==> src/logic/alu_pkg.sv <==
// ALU shared types

package alu_pkg;

	// operation code seen on the op port
	typedef enum logic [2:0] {
		OP_ADD  = 3'd0,
		OP_SUB  = 3'd1,
		OP_XOR  = 3'd2,
		OP_SLT  = 3'd3,
		OP_AND  = 3'd4,
		OP_NAND = 3'd5,
		OP_NOR  = 3'd6,
		OP_OR   = 3'd7
	} alu_op_e;

	// which datapath result reaches the output register
	typedef enum logic [2:0] {
		SEL_SUM = 3'd0, // add and subtract
		SEL_XOR = 3'd1,
		SEL_SLT = 3'd2, // sign of a - b, fixed for overflow
		SEL_AND = 3'd3, // also nor, operands inverted
		SEL_OR  = 3'd4  // also nand, operands inverted
	} result_sel_e;

	// datapath steering, one word per operation
	typedef struct packed {
		result_sel_e result_sel;
		logic        invert_a;
		logic        invert_b;
		logic        carry_in;
		logic        flags_en;   // carry and overflow reported
	} alu_ctrl_t;

	// registered status next to the result
	typedef struct packed {
		logic carry;
		logic overflow;
		logic zero;
	} alu_flags_t;

endpackage

==> src/logic/alu_op_decoder.sv <==
// ALU operation decoder
`timescale 1ns/100ps

module alu_op_decoder
	import alu_pkg::*;
(
	input  alu_op_e   op,
	output alu_ctrl_t ctrl
);

	always_comb begin
		// plain pass-through unless the case says otherwise
		ctrl.result_sel = SEL_SUM;
		ctrl.invert_a   = 1'b0;
		ctrl.invert_b   = 1'b0;
		ctrl.carry_in   = 1'b0;
		ctrl.flags_en   = 1'b0;

		case (op)
			OP_ADD: begin
				ctrl.result_sel = SEL_SUM;
				ctrl.flags_en   = 1'b1;
			end
			OP_SUB: begin
				// a + ~b + 1
				ctrl.result_sel = SEL_SUM;
				ctrl.invert_b   = 1'b1;
				ctrl.carry_in   = 1'b1;
				ctrl.flags_en   = 1'b1;
			end
			OP_XOR: begin
				ctrl.result_sel = SEL_XOR;
			end
			OP_SLT: begin
				// same subtraction, only the sign is kept
				ctrl.result_sel = SEL_SLT;
				ctrl.invert_b   = 1'b1;
				ctrl.carry_in   = 1'b1;
			end
			OP_AND: begin
				ctrl.result_sel = SEL_AND;
			end
			OP_NAND: begin
				// ~a | ~b
				ctrl.result_sel = SEL_OR;
				ctrl.invert_a   = 1'b1;
				ctrl.invert_b   = 1'b1;
			end
			OP_NOR: begin
				// ~a & ~b
				ctrl.result_sel = SEL_AND;
				ctrl.invert_a   = 1'b1;
				ctrl.invert_b   = 1'b1;
			end
			OP_OR: begin
				ctrl.result_sel = SEL_OR;
			end
			default: begin
				ctrl.result_sel = SEL_SUM; // unreachable, all codes used
			end
		endcase
	end

endmodule

==> src/logic/alu_logic_unit.sv <==
// ALU operand conditioning and bitwise logic
`timescale 1ns/100ps

module alu_logic_unit
	import alu_pkg::*;
#(
	parameter int DATA_WIDTH = 32
) (
	input  logic [DATA_WIDTH-1:0] a,
	input  logic [DATA_WIDTH-1:0] b,
	input  alu_ctrl_t             ctrl,
	output logic [DATA_WIDTH-1:0] a_cond,
	output logic [DATA_WIDTH-1:0] b_cond,
	output logic [DATA_WIDTH-1:0] and_res,
	output logic [DATA_WIDTH-1:0] or_res,
	output logic [DATA_WIDTH-1:0] xor_res
);

	logic [DATA_WIDTH-1:0] a_mask; // all ones when a is inverted
	logic [DATA_WIDTH-1:0] b_mask;

	assign a_mask = {DATA_WIDTH{ctrl.invert_a}};
	assign b_mask = {DATA_WIDTH{ctrl.invert_b}};

	// inverted operands feed both the gates and the adder
	assign a_cond = a ^ a_mask;
	assign b_cond = b ^ b_mask;

	// nand and nor come out of or and and by de morgan
	assign and_res = a_cond & b_cond;
	assign or_res  = a_cond | b_cond;
	assign xor_res = a_cond ^ b_cond; // never inverted for xor

endmodule

==> src/logic/alu_ripple_adder.sv <==
// ALU ripple-carry adder
`timescale 1ns/100ps

module alu_ripple_adder #(
	parameter int DATA_WIDTH = 32
) (
	input  logic [DATA_WIDTH-1:0] a_cond,
	input  logic [DATA_WIDTH-1:0] b_cond,
	input  logic                  carry_in,
	output logic [DATA_WIDTH-1:0] sum,
	output logic                  carry,
	output logic                  overflow,
	output logic                  less_than
);

	localparam int MSB = DATA_WIDTH - 1;

	logic [DATA_WIDTH:0] carry_chain; // carry into each bit, top is carry out

	assign carry_chain[0] = carry_in; // 1 for subtract

	// one full adder per bit, lsb first
	for (genvar i = 0; i < DATA_WIDTH; i++) begin : g_full_adder
		logic bit_a;
		logic bit_b;
		logic bit_c;

		assign bit_a = a_cond[i];
		assign bit_b = b_cond[i];
		assign bit_c = carry_chain[i];

		assign sum[i] = bit_a ^ bit_b ^ bit_c;
		assign carry_chain[i+1] = (bit_a & bit_b) | (bit_a & bit_c) | (bit_b & bit_c); // majority
	end

	assign carry = carry_chain[DATA_WIDTH];

	// equals carry into msb xor carry out of msb
	assign overflow = carry ^ a_cond[MSB] ^ b_cond[MSB] ^ sum[MSB];

	// sign of a - b, flipped back when the subtraction wrapped
	assign less_than = sum[MSB] ^ overflow;

endmodule

==> src/logic/alu_result_select.sv <==
// ALU result select and output register
`timescale 1ns/100ps

module alu_result_select
	import alu_pkg::*;
#(
	parameter int DATA_WIDTH = 32
) (
	input  logic                  clk,
	input  logic                  reset,
	input  logic                  op_valid,
	input  alu_ctrl_t             ctrl,
	input  logic [DATA_WIDTH-1:0] sum,
	input  logic [DATA_WIDTH-1:0] and_res,
	input  logic [DATA_WIDTH-1:0] or_res,
	input  logic [DATA_WIDTH-1:0] xor_res,
	input  logic                  carry,
	input  logic                  overflow,
	input  logic                  less_than,
	output logic [DATA_WIDTH-1:0] out,
	output alu_flags_t            flags,
	output logic                  result_valid
);

	logic [DATA_WIDTH-1:0] result_next;
	alu_flags_t            flags_next;

	// only one source reaches the register
	always_comb begin
		case (ctrl.result_sel)
			SEL_SUM: result_next = sum;
			SEL_XOR: result_next = xor_res;
			SEL_SLT: result_next = {DATA_WIDTH{less_than}}; // all ones or all zeros
			SEL_AND: result_next = and_res;
			SEL_OR:  result_next = or_res;
			default: result_next = sum;
		endcase
	end

	always_comb begin
		flags_next.carry    = carry & ctrl.flags_en;    // add and sub only
		flags_next.overflow = overflow & ctrl.flags_en;
		flags_next.zero     = ~|result_next;
	end

	// the only state in the ALU
	always_ff @(posedge clk) begin
		if (reset) begin
			out          <= '0;
			flags        <= '0;
			result_valid <= 1'b0;
		end else begin
			result_valid <= op_valid; // one-cycle pulse per accepted op
			if (op_valid) begin
				out   <= result_next;
				flags <= flags_next;
			end
		end
	end

endmodule

==> src/logic/alu_top.sv <==
// ALU top level
`timescale 1ns/100ps

module alu_top
	import alu_pkg::*;
#(
	parameter int DATA_WIDTH = 32
) (
	input  logic                  clk,
	input  logic                  reset,
	input  logic                  op_valid,
	input  alu_op_e               op,
	input  logic [DATA_WIDTH-1:0] a,
	input  logic [DATA_WIDTH-1:0] b,
	output logic [DATA_WIDTH-1:0] out,
	output alu_flags_t            flags,
	output logic                  result_valid
);

	alu_ctrl_t             ctrl;
	logic [DATA_WIDTH-1:0] a_cond;
	logic [DATA_WIDTH-1:0] b_cond;
	logic [DATA_WIDTH-1:0] and_res;
	logic [DATA_WIDTH-1:0] or_res;
	logic [DATA_WIDTH-1:0] xor_res;
	logic [DATA_WIDTH-1:0] sum;
	logic                  carry;
	logic                  overflow;
	logic                  less_than;

	alu_op_decoder alu_op_decoder_inst (
		.op   (op),
		.ctrl (ctrl)
	);

	alu_logic_unit #(
		.DATA_WIDTH (DATA_WIDTH)
	) alu_logic_unit_inst (
		.a       (a),
		.b       (b),
		.ctrl    (ctrl),
		.a_cond  (a_cond),
		.b_cond  (b_cond),
		.and_res (and_res),
		.or_res  (or_res),
		.xor_res (xor_res)
	);

	alu_ripple_adder #(
		.DATA_WIDTH (DATA_WIDTH)
	) alu_ripple_adder_inst (
		.a_cond    (a_cond),
		.b_cond    (b_cond),
		.carry_in  (ctrl.carry_in),
		.sum       (sum),
		.carry     (carry),
		.overflow  (overflow),
		.less_than (less_than)
	);

	alu_result_select #(
		.DATA_WIDTH (DATA_WIDTH)
	) alu_result_select_inst (
		.clk          (clk),
		.reset        (reset),
		.op_valid     (op_valid),
		.ctrl         (ctrl),
		.sum          (sum),
		.and_res      (and_res),
		.or_res       (or_res),
		.xor_res      (xor_res),
		.carry        (carry),
		.overflow     (overflow),
		.less_than    (less_than),
		.out          (out),
		.flags        (flags),
		.result_valid (result_valid)
	);

endmodule

==> config.mk <==
export PLATFORM = sky130hd
export DESIGN_NAME = alu_top
export DESIGN_NICKNAME = d
export VERILOG_FILES = /design/src/logic/alu_pkg.sv /design/src/logic/alu_op_decoder.sv /design/src/logic/alu_logic_unit.sv /design/src/logic/alu_ripple_adder.sv /design/src/logic/alu_result_select.sv /design/src/logic/alu_top.sv
export SDC_FILE = /design/constraint.sdc
export NUM_CORES = 1
export LEC_CHECK = 0
export ABC_CLOCK_PERIOD_IN_PS = 29300
export BUFFER_PORTS_ARGS = -buffer_cell sky130_fd_sc_hd__buf_2
export CELL_PAD_IN_SITES_DETAIL_PLACEMENT = 1
export CELL_PAD_IN_SITES_GLOBAL_PLACEMENT = 1
export CORE_MARGIN = 5
export CORE_UTILIZATION = 42
export DETAILED_ROUTE_END_ITERATION = 8
export PLACE_DENSITY = 0.9
export SYNTH_ARGS = -nofsm -noshare
export SYNTH_HDL_FRONTEND = slang
export SYNTH_SLANG_ARGS = --single-unit
==> constraint.sdc <==
create_clock -name clk -period 29.3 [get_ports clk]
set_clock_uncertainty 0.05 [all_clocks]
set_input_delay 5.86 -clock clk [delete_from_list [all_inputs] [get_ports clk]]
set_output_delay 5.86 -clock clk [all_outputs]
set_load 0.03 [all_outputs]
==> qor.yml, run 1 <==
clock_network:
  cts_tree: "done"
  ctsHoldBuffers: 0
  cts_root_buf: "clkbuf_16"
  cts.sinks: 36
  cts-htree-levels: 2
  clock_path_buffers: 2
  numCtsBuffers: 5
  clock_latency_ns: 0.28
  post_cts_resized: 0
  path_clk_slew_ns: 0.05
  post_cts_buffers: 0
floorplanning:
  initial_core_util_pct: 43.19
  core-area_mm2: 0.01147
  dieArea_mm2: 0.01406
  rows: 39
  die_height_um: 118.6
  die_w_um: 118.6
  io_pins: 106
grt:
  grt_pass1_vias: 5041
  antenna_found_initial: 0
  grt_pass1_wl_um: 27390
  gr-total-overflow: 0
  grt_max_degree: 74
  grt_usage_pct: 24.01
routing:
  firstDrtPassIters: 5
  viasPerCell: 5.722
  detail-route-antenna-nets: 0
  avgRoutedWirePerCell_um: 21.12
  vias: 4675
  wirelength_um: 17260
  drc: 0
  drtIter0Drc: 314
placed_design:
  port_buffers: 105
  gp_congestion: 0.8955
  dp_hpwl_um: 13910
  dp_slack_ns: 5.326
power_and_ir_drop:
  p_leak_nw: 2.603
  ir_drop_v: 0.00004951
  power.density_mw_per_mm2: 50.38
yosys:
  netlist_instances: 597
  synthTopCellsByArea: "ha_1, dfxtp_1, fa_1"
  ys_warn_count: 0
  synth_seq_cells: 36
  yosysTopAreaCellShare_pct: 16.17
  synth_edf_count: 0
  async_flop_share_pct: 0
  synth_nets: 763
  syn_area_per_cell_um2: 8.295
  synthFlopType: "dfxtp_1"
  synth_area_mm2: 0.004952
  ys_types: 63
  synth_top_area_cell: "ha_1"
  seq_area_frac_synth_pct: 14.55
finish:
  diodes: 0
  final_nets: 839
  multi_input_area_mm2: 0.003760
  fillers: 1429
  post_route_cells_drive_above_1_share_pct: 20.03
  synthToLayoutAreaGrowth_pct: 14.38
  seq_area_um2: 720.7
worst_setup_path:
  worstSetupEndpointType: "register"
  arrival_ns: 23.79
  slowest_delay_ns: 0.53
  cp_common_cell: "fa_1"
  worstPathRequired_ns: 29.38
  cp_max_fo: 56
  critPathSlowestCell: "fa_1"
  crit_type: "input pin to register"
  r2r_cells: 3
  crit_path_start_kind: "input pin"
timing:
  layout_setup_ws_ns: 5.599
  period_needed_ns: 23.70
  slew-limit-headroom_pct: 15.96
  report.final.slew_viol_count: 0
  rsz0062_at_grt: "false"
  fmax_mhz: 42.19
  setup_viol_count_final: 0
  worst_pin_slew_ns: 1.261
  finalSetupTns_ns: 0
  period_share_pct: 80.89
  hold_viol_final: 0
min_path:
  min_path_type: "register to register"
  worstHoldPathCells: 2
status:
  status: "complete, no violations"
flow_run:
  timing.max_cap.violations: 0
power breakdown:
part	total [mW]	leakage, nW	internal, mW	switching, mW
sequential	0.0567	0.297	0.0541	0.00260
clock	0.0535	0.0766	0.0335	0.0200
combinational	0.175	2.23	0.0665	0.109
stage by stage:
stage / utilization (%) / std cells / total power [mW] / area [um2] / hold slack (ns)
2_1_floorplan: - / 597 / 0.1724 / 4952 / 0.5405
3_3_place_gp: 48.10 / 809 / 0.2213 / 5515 / 0.3955
3_5_place_dp: 48.10 / 809 / 0.2302 / 5515 / 0.4042
4_1_cts: 49.39 / 817 / 0.2848 / 5664 / 0.4128
5_1_grt: 49.39 / 817 / 0.3067 / 5664 / 0.4382
6_report: 49.39 / 817 / 0.2854 / 5664 / 0.4059
state kept, by name (all words and copies together), names as in the netlist:
name	cells
alu_result_select_inst.out	32
alu_result_select_inst.flags	3
alu_result_select_inst.result_valid	1
per-layer routing:
layer	share of wire [%]	GRT usage, %	wire length [um]	up-vias
li1	-	-	-	2176
met1	45	32.92	7773	2316
met2	47	38.74	8044	155
met3	5.6	3.200	963	28
met4	2.8	8.575	475	0
met5	0	0	0	-
critical path: cells and delay by family:
| family | cells | cell delay, ns |
|---|---|---|
| buffers and inverters | 7 | 1.86 |
| AOI/OAI and AO/OA | 3 | 0.71 |
| and+or+nand+nor | 3 | 0.56 |
| adders and majority gates | 31 | 14.26 |
| xor gates and xnor gates | 2 | 0.49 |
final timing paths:
kind | start | endpoint | slack, ns
worst max-delay path | op[0] | alu_result_select_inst.flags[0] | 5.60
worst min-delay path | alu_result_select_inst.out[6] | alu_result_select_inst.out[6] | 0.41
worst max register to register | alu_result_select_inst.out[15] | alu_result_select_inst.out[15] | 28.42
worst min register to register | alu_result_select_inst.out[6] | alu_result_select_inst.out[6] | 0.41
layout by cell type (no fill, tap or decap), types with 6 or more instances in the layout:
cell	instances
buf_4	6
o21ai_0	6
a21oi_1	42
xnor2_1	64
o211ai_1	8
dfxtp_1	36
ha_1	64
o221ai_1	12
nand3_1	7
fa_1	32
nand2_1	58
o22ai_1	10
nand3b_1	10
nand2b_1	8
a211oi_1	7
nor2_1	19
inv_1	74
a22oi_1	13
buf_2	105
cell usage after synthesis, types with 2 or more instances:
cell type and count:
a2111oi_0 2, a211o_1 2, a211oi_1 7, a21oi_1 42
a221oi_1 2, a22oi_1 13, a311oi_1 5, a31o_1 2
a31oi_1 5, a32oi_1 2, and2_1 4, buf_1 3
buf_2 19, buf_4 2, clkbuf_1 17, clkinv_1 2
dfxtp_1 36, fa_1 32, ha_1 64, inv_1 74
nand2_1 59, nand2b_1 8, nand3_1 7, nand3b_1 10
nand4_1 5, nand4b_1 2, nor2_1 19, nor2b_1 3
nor3_1 3, nor3b_1 4, nor4_1 2, o2111ai_1 2
o211ai_1 8, o21a_1 2, o21ai_0 6, o221a_2 2
o221ai_1 12, o22a_1 3, o22ai_1 10, o41ai_1 2
or2_2 5, or3_1 2, xnor2_1 65, xor2_1 2
cell type report:
class | instances | area share (%)
multi-input combinational | 443 | 66.38
sequential | 36 | 12.72
timing repair buffer | 111 | 10.07
inverter | 76 | 5.036
tap | 143 | 3.159
clock buffer | 6 | 2.452
clock inverter | 2 | 0.1767
cells by family (layout without fill, tap and decap cells):
kind of cell,after synthesis,after routing,share of synthesized area (%)
compound gates,138,138,19.58
xor+xnor,67,67,11.85
flops,36,36,14.55
mux,2,2,0.6569
buf+inv,118,195,9.727
simple gates,140,140,14.53
fa+ha+maj,96,96,29.11
(Power assumes the default switching activity.)
==> run 2, diff against run 1 <==
- ABC_CLOCK_PERIOD_IN_PS: 29300 -> 22000
- clock period: 29.3 -> 22 ns (I/O delays scaled with it)
==> run 2 against run 1 <==
  * Clock power increased by 47%
  * Sequential share of layout area decreased by 0.084 points
  * First-iteration DRC count increased by 64%
  * Via count increased by 2.0%
  * Utilization increased by 0.33 points
  * Power increased by 35%
  * Routed wire length increased by 0.28%
  * Final cell count increased by 0.37%
  * Largest cell class unchanged
  * Largest power group unchanged
==> qor.yml, run 2 (synthesized netlist as in run 1, its figures left out) <==
status:
  status: "complete, no violations"
worst_setup_path:
  cp_max_fo: 10  # -82%
  cp_common_cell: "fa_1"
  worstPathRequired_ns: 22.08  # -7.30 ns
  worstSetupEndpointType: "register"
  crit_path_start_kind: "input pin"
  slowest_delay_ns: 0.50  # -0.03 ns
  critPathSlowestCell: "fa_1"
  crit_type: "input pin to register"
  r2r_cells: 3  # unchanged
  arrival_ns: 21.30  # -2.49 ns
clock_network:
  post_cts_resized: 0  # unchanged
  cts_tree: "done"
  post_cts_buffers: 0  # unchanged
  clock_path_buffers: 2  # unchanged
  cts_root_buf: "clkbuf_16"
  clock_latency_ns: 0.27  # about the same
  path_clk_slew_ns: 0.06  # about the same
  cts.sinks: 36  # unchanged
  cts-htree-levels: 2  # unchanged
  numCtsBuffers: 5  # unchanged
  ctsHoldBuffers: 0  # unchanged
placed_design:
  dp_slack_ns: 0.5783  # -4.747 ns
  port_buffers: 105  # unchanged
  gp_congestion: 0.9208  # +2.8%
  dp_hpwl_um: 13920  # about the same
timing:
  layout_setup_ws_ns: 0.7771  # -4.822 ns
  rsz0062_at_grt: "false"
  whs_ns: 0.4108  # +0.004871 ns
  slew-limit-headroom_pct: 14.65  # -1.3 points
  report.final.slew_viol_count: 0  # unchanged
  period_needed_ns: 21.22
  worst_pin_slew_ns: 1.276  # +0.01505 ns
  setup_viol_count_final: 0  # unchanged
  finalSetupTns_ns: 0  # unchanged
  period_share_pct: 96.47
  hold_viol_final: 0  # unchanged
  fmax_mhz: 47.12
flow_run:
  timing.max_cap.violations: 0  # unchanged
min_path:
  min_path_type: "register to register"
  worstHoldPathCells: 2  # unchanged
finish:
  final_nets: 842  # +0.36%
  post_route_cells_drive_above_1_share_pct: 20.24  # +0.21 points
  final_cell_mix: "buf_2, inv_1, xnor2_1, ha_1, nand2_1"
  largest_reg_flops: 32  # unchanged
  layout_commonest_cell: "buf_2"
  synthToLayoutAreaGrowth_pct: 15.13
  reg.largest.list: "alu_result_select_inst.out: 32 flops, alu_result_select_inst.flags: 3 flops, alu_result_select_inst.result_valid: 1 flops"
  diodes: 0  # unchanged
  largest-register: "alu_result_select_inst.out"
  post-route-util_pct: 49.72  # +0.33 points
  fillers: 1441  # +0.84%
grt:
  gr-total-overflow: 0  # unchanged
  grt_pass1_vias: 5061  # +0.40%
  antenna_found_initial: 0  # unchanged
  grt_usage_pct: 24.04  # +0.030 points
  grt_pass1_wl_um: 27370  # about the same
  grt_max_degree: 60  # -19%
power_and_ir_drop:
  p_seq_share_pct: 19.6  # -0.3 points
  p_int_uw: 213.3  # +38%
  swShare_pct: 44.83  # -1.2 points
  ir_drop_v: 0.00006392  # +29%
  power.density_mw_per_mm2: 67.80  # +35%
  combPwrFrac_pct: 60.0  # -1.4 points
  p_switching_uw: 173.3  # +32%
  p_leak_nw: 2.621  # +0.69%
  clkPwrFrac_pct: 20.4  # +1.7 points
routing:
  vias: 4769  # +2.0%
  firstDrtPassIters: 5  # unchanged
  detail-route-antenna-nets: 0  # unchanged
  drc: 0  # unchanged
  wirelength_um: 17310  # +0.28%
  viasPerCell: 5.816  # +1.6%
  avgRoutedWirePerCell_um: 21.10  # about the same
  drtIter0Drc: 515  # +64%
floorplanning:
  initial_core_util_pct: 43.19  # unchanged
  die_height_um: 118.6  # unchanged
  core-area_mm2: 0.01147  # unchanged
  rows: 39  # unchanged
  io_pins: 106  # unchanged
  die_w_um: 118.6  # unchanged
  dieArea_mm2: 0.01406  # unchanged
==> run 2: layer usage <==
layer	GRT usage, %	share of wire, %	vias to the layer above
met2	40.28	48	236
li1	-	-	2185
met4	7.867	3.3	0
met3	4.680	8.3	42
met5	0	0	-
met1	31.09	41	2306
==> run 2: worst paths after layout <==
check | from | end | slack [ns]
max reg2reg | alu_result_select_inst.out[15] | alu_result_select_inst.out[15] | 21.11
min | alu_result_select_inst.out[11] | alu_result_select_inst.out[11] | 0.41
min reg2reg | alu_result_select_inst.out[11] | alu_result_select_inst.out[11] | 0.41
max | op[0] | alu_result_select_inst.flags[0] | 0.78
==> run 2: power groups by stage <==
stage,Clock (mW),Combinational (mW),Sequential (mW)
after global placement,0,0.213,0.0766
after floorplan,0,0.140,0.0899
after CTS,0.0798,0.228,0.0758
after global routing,0.0823,0.253,0.0767
after detailed placement,0,0.226,0.0771
final,0.0788,0.232,0.0757
==> run 2: critical path: cells and delay by family <==
kind                     cells  cell delay (ns)
adder cells (fa/ha/maj)     32            14.43
AO/OA/AOI/OAI                4             0.97
AND/OR/NAND/NOR              3             0.57
buffers and inverters        4             0.45
XOR/XNOR                     2             0.44
==> run 2: cell type report <==
type / count / area, um2 / area share, %
inverter: 76 / 285.3 / 5.003
sequential: 36 / 720.7 / 12.64
tap: 143 / 178.9 / 3.138
timing repair buffer: 114 / 593.1 / 10.40
clock inverter: 2 / 35.03 / 0.6144
multi-input combinational: 443 / 3760 / 65.94
clock buffer: 6 / 128.9 / 2.260
==> run 2: stage by stage <==
stage / cell area [um2] / total power, mW / std cells
6_report: 5702 / 0.3866 / 820
5_1_grt: 5702 / 0.4118 / 820
4_1_cts: 5702 / 0.3842 / 820
3_5_place_dp: 5538 / 0.3034 / 812
3_3_place_gp: 5538 / 0.2892 / 812
2_1_floorplan: 4952 / 0.2297 / 597
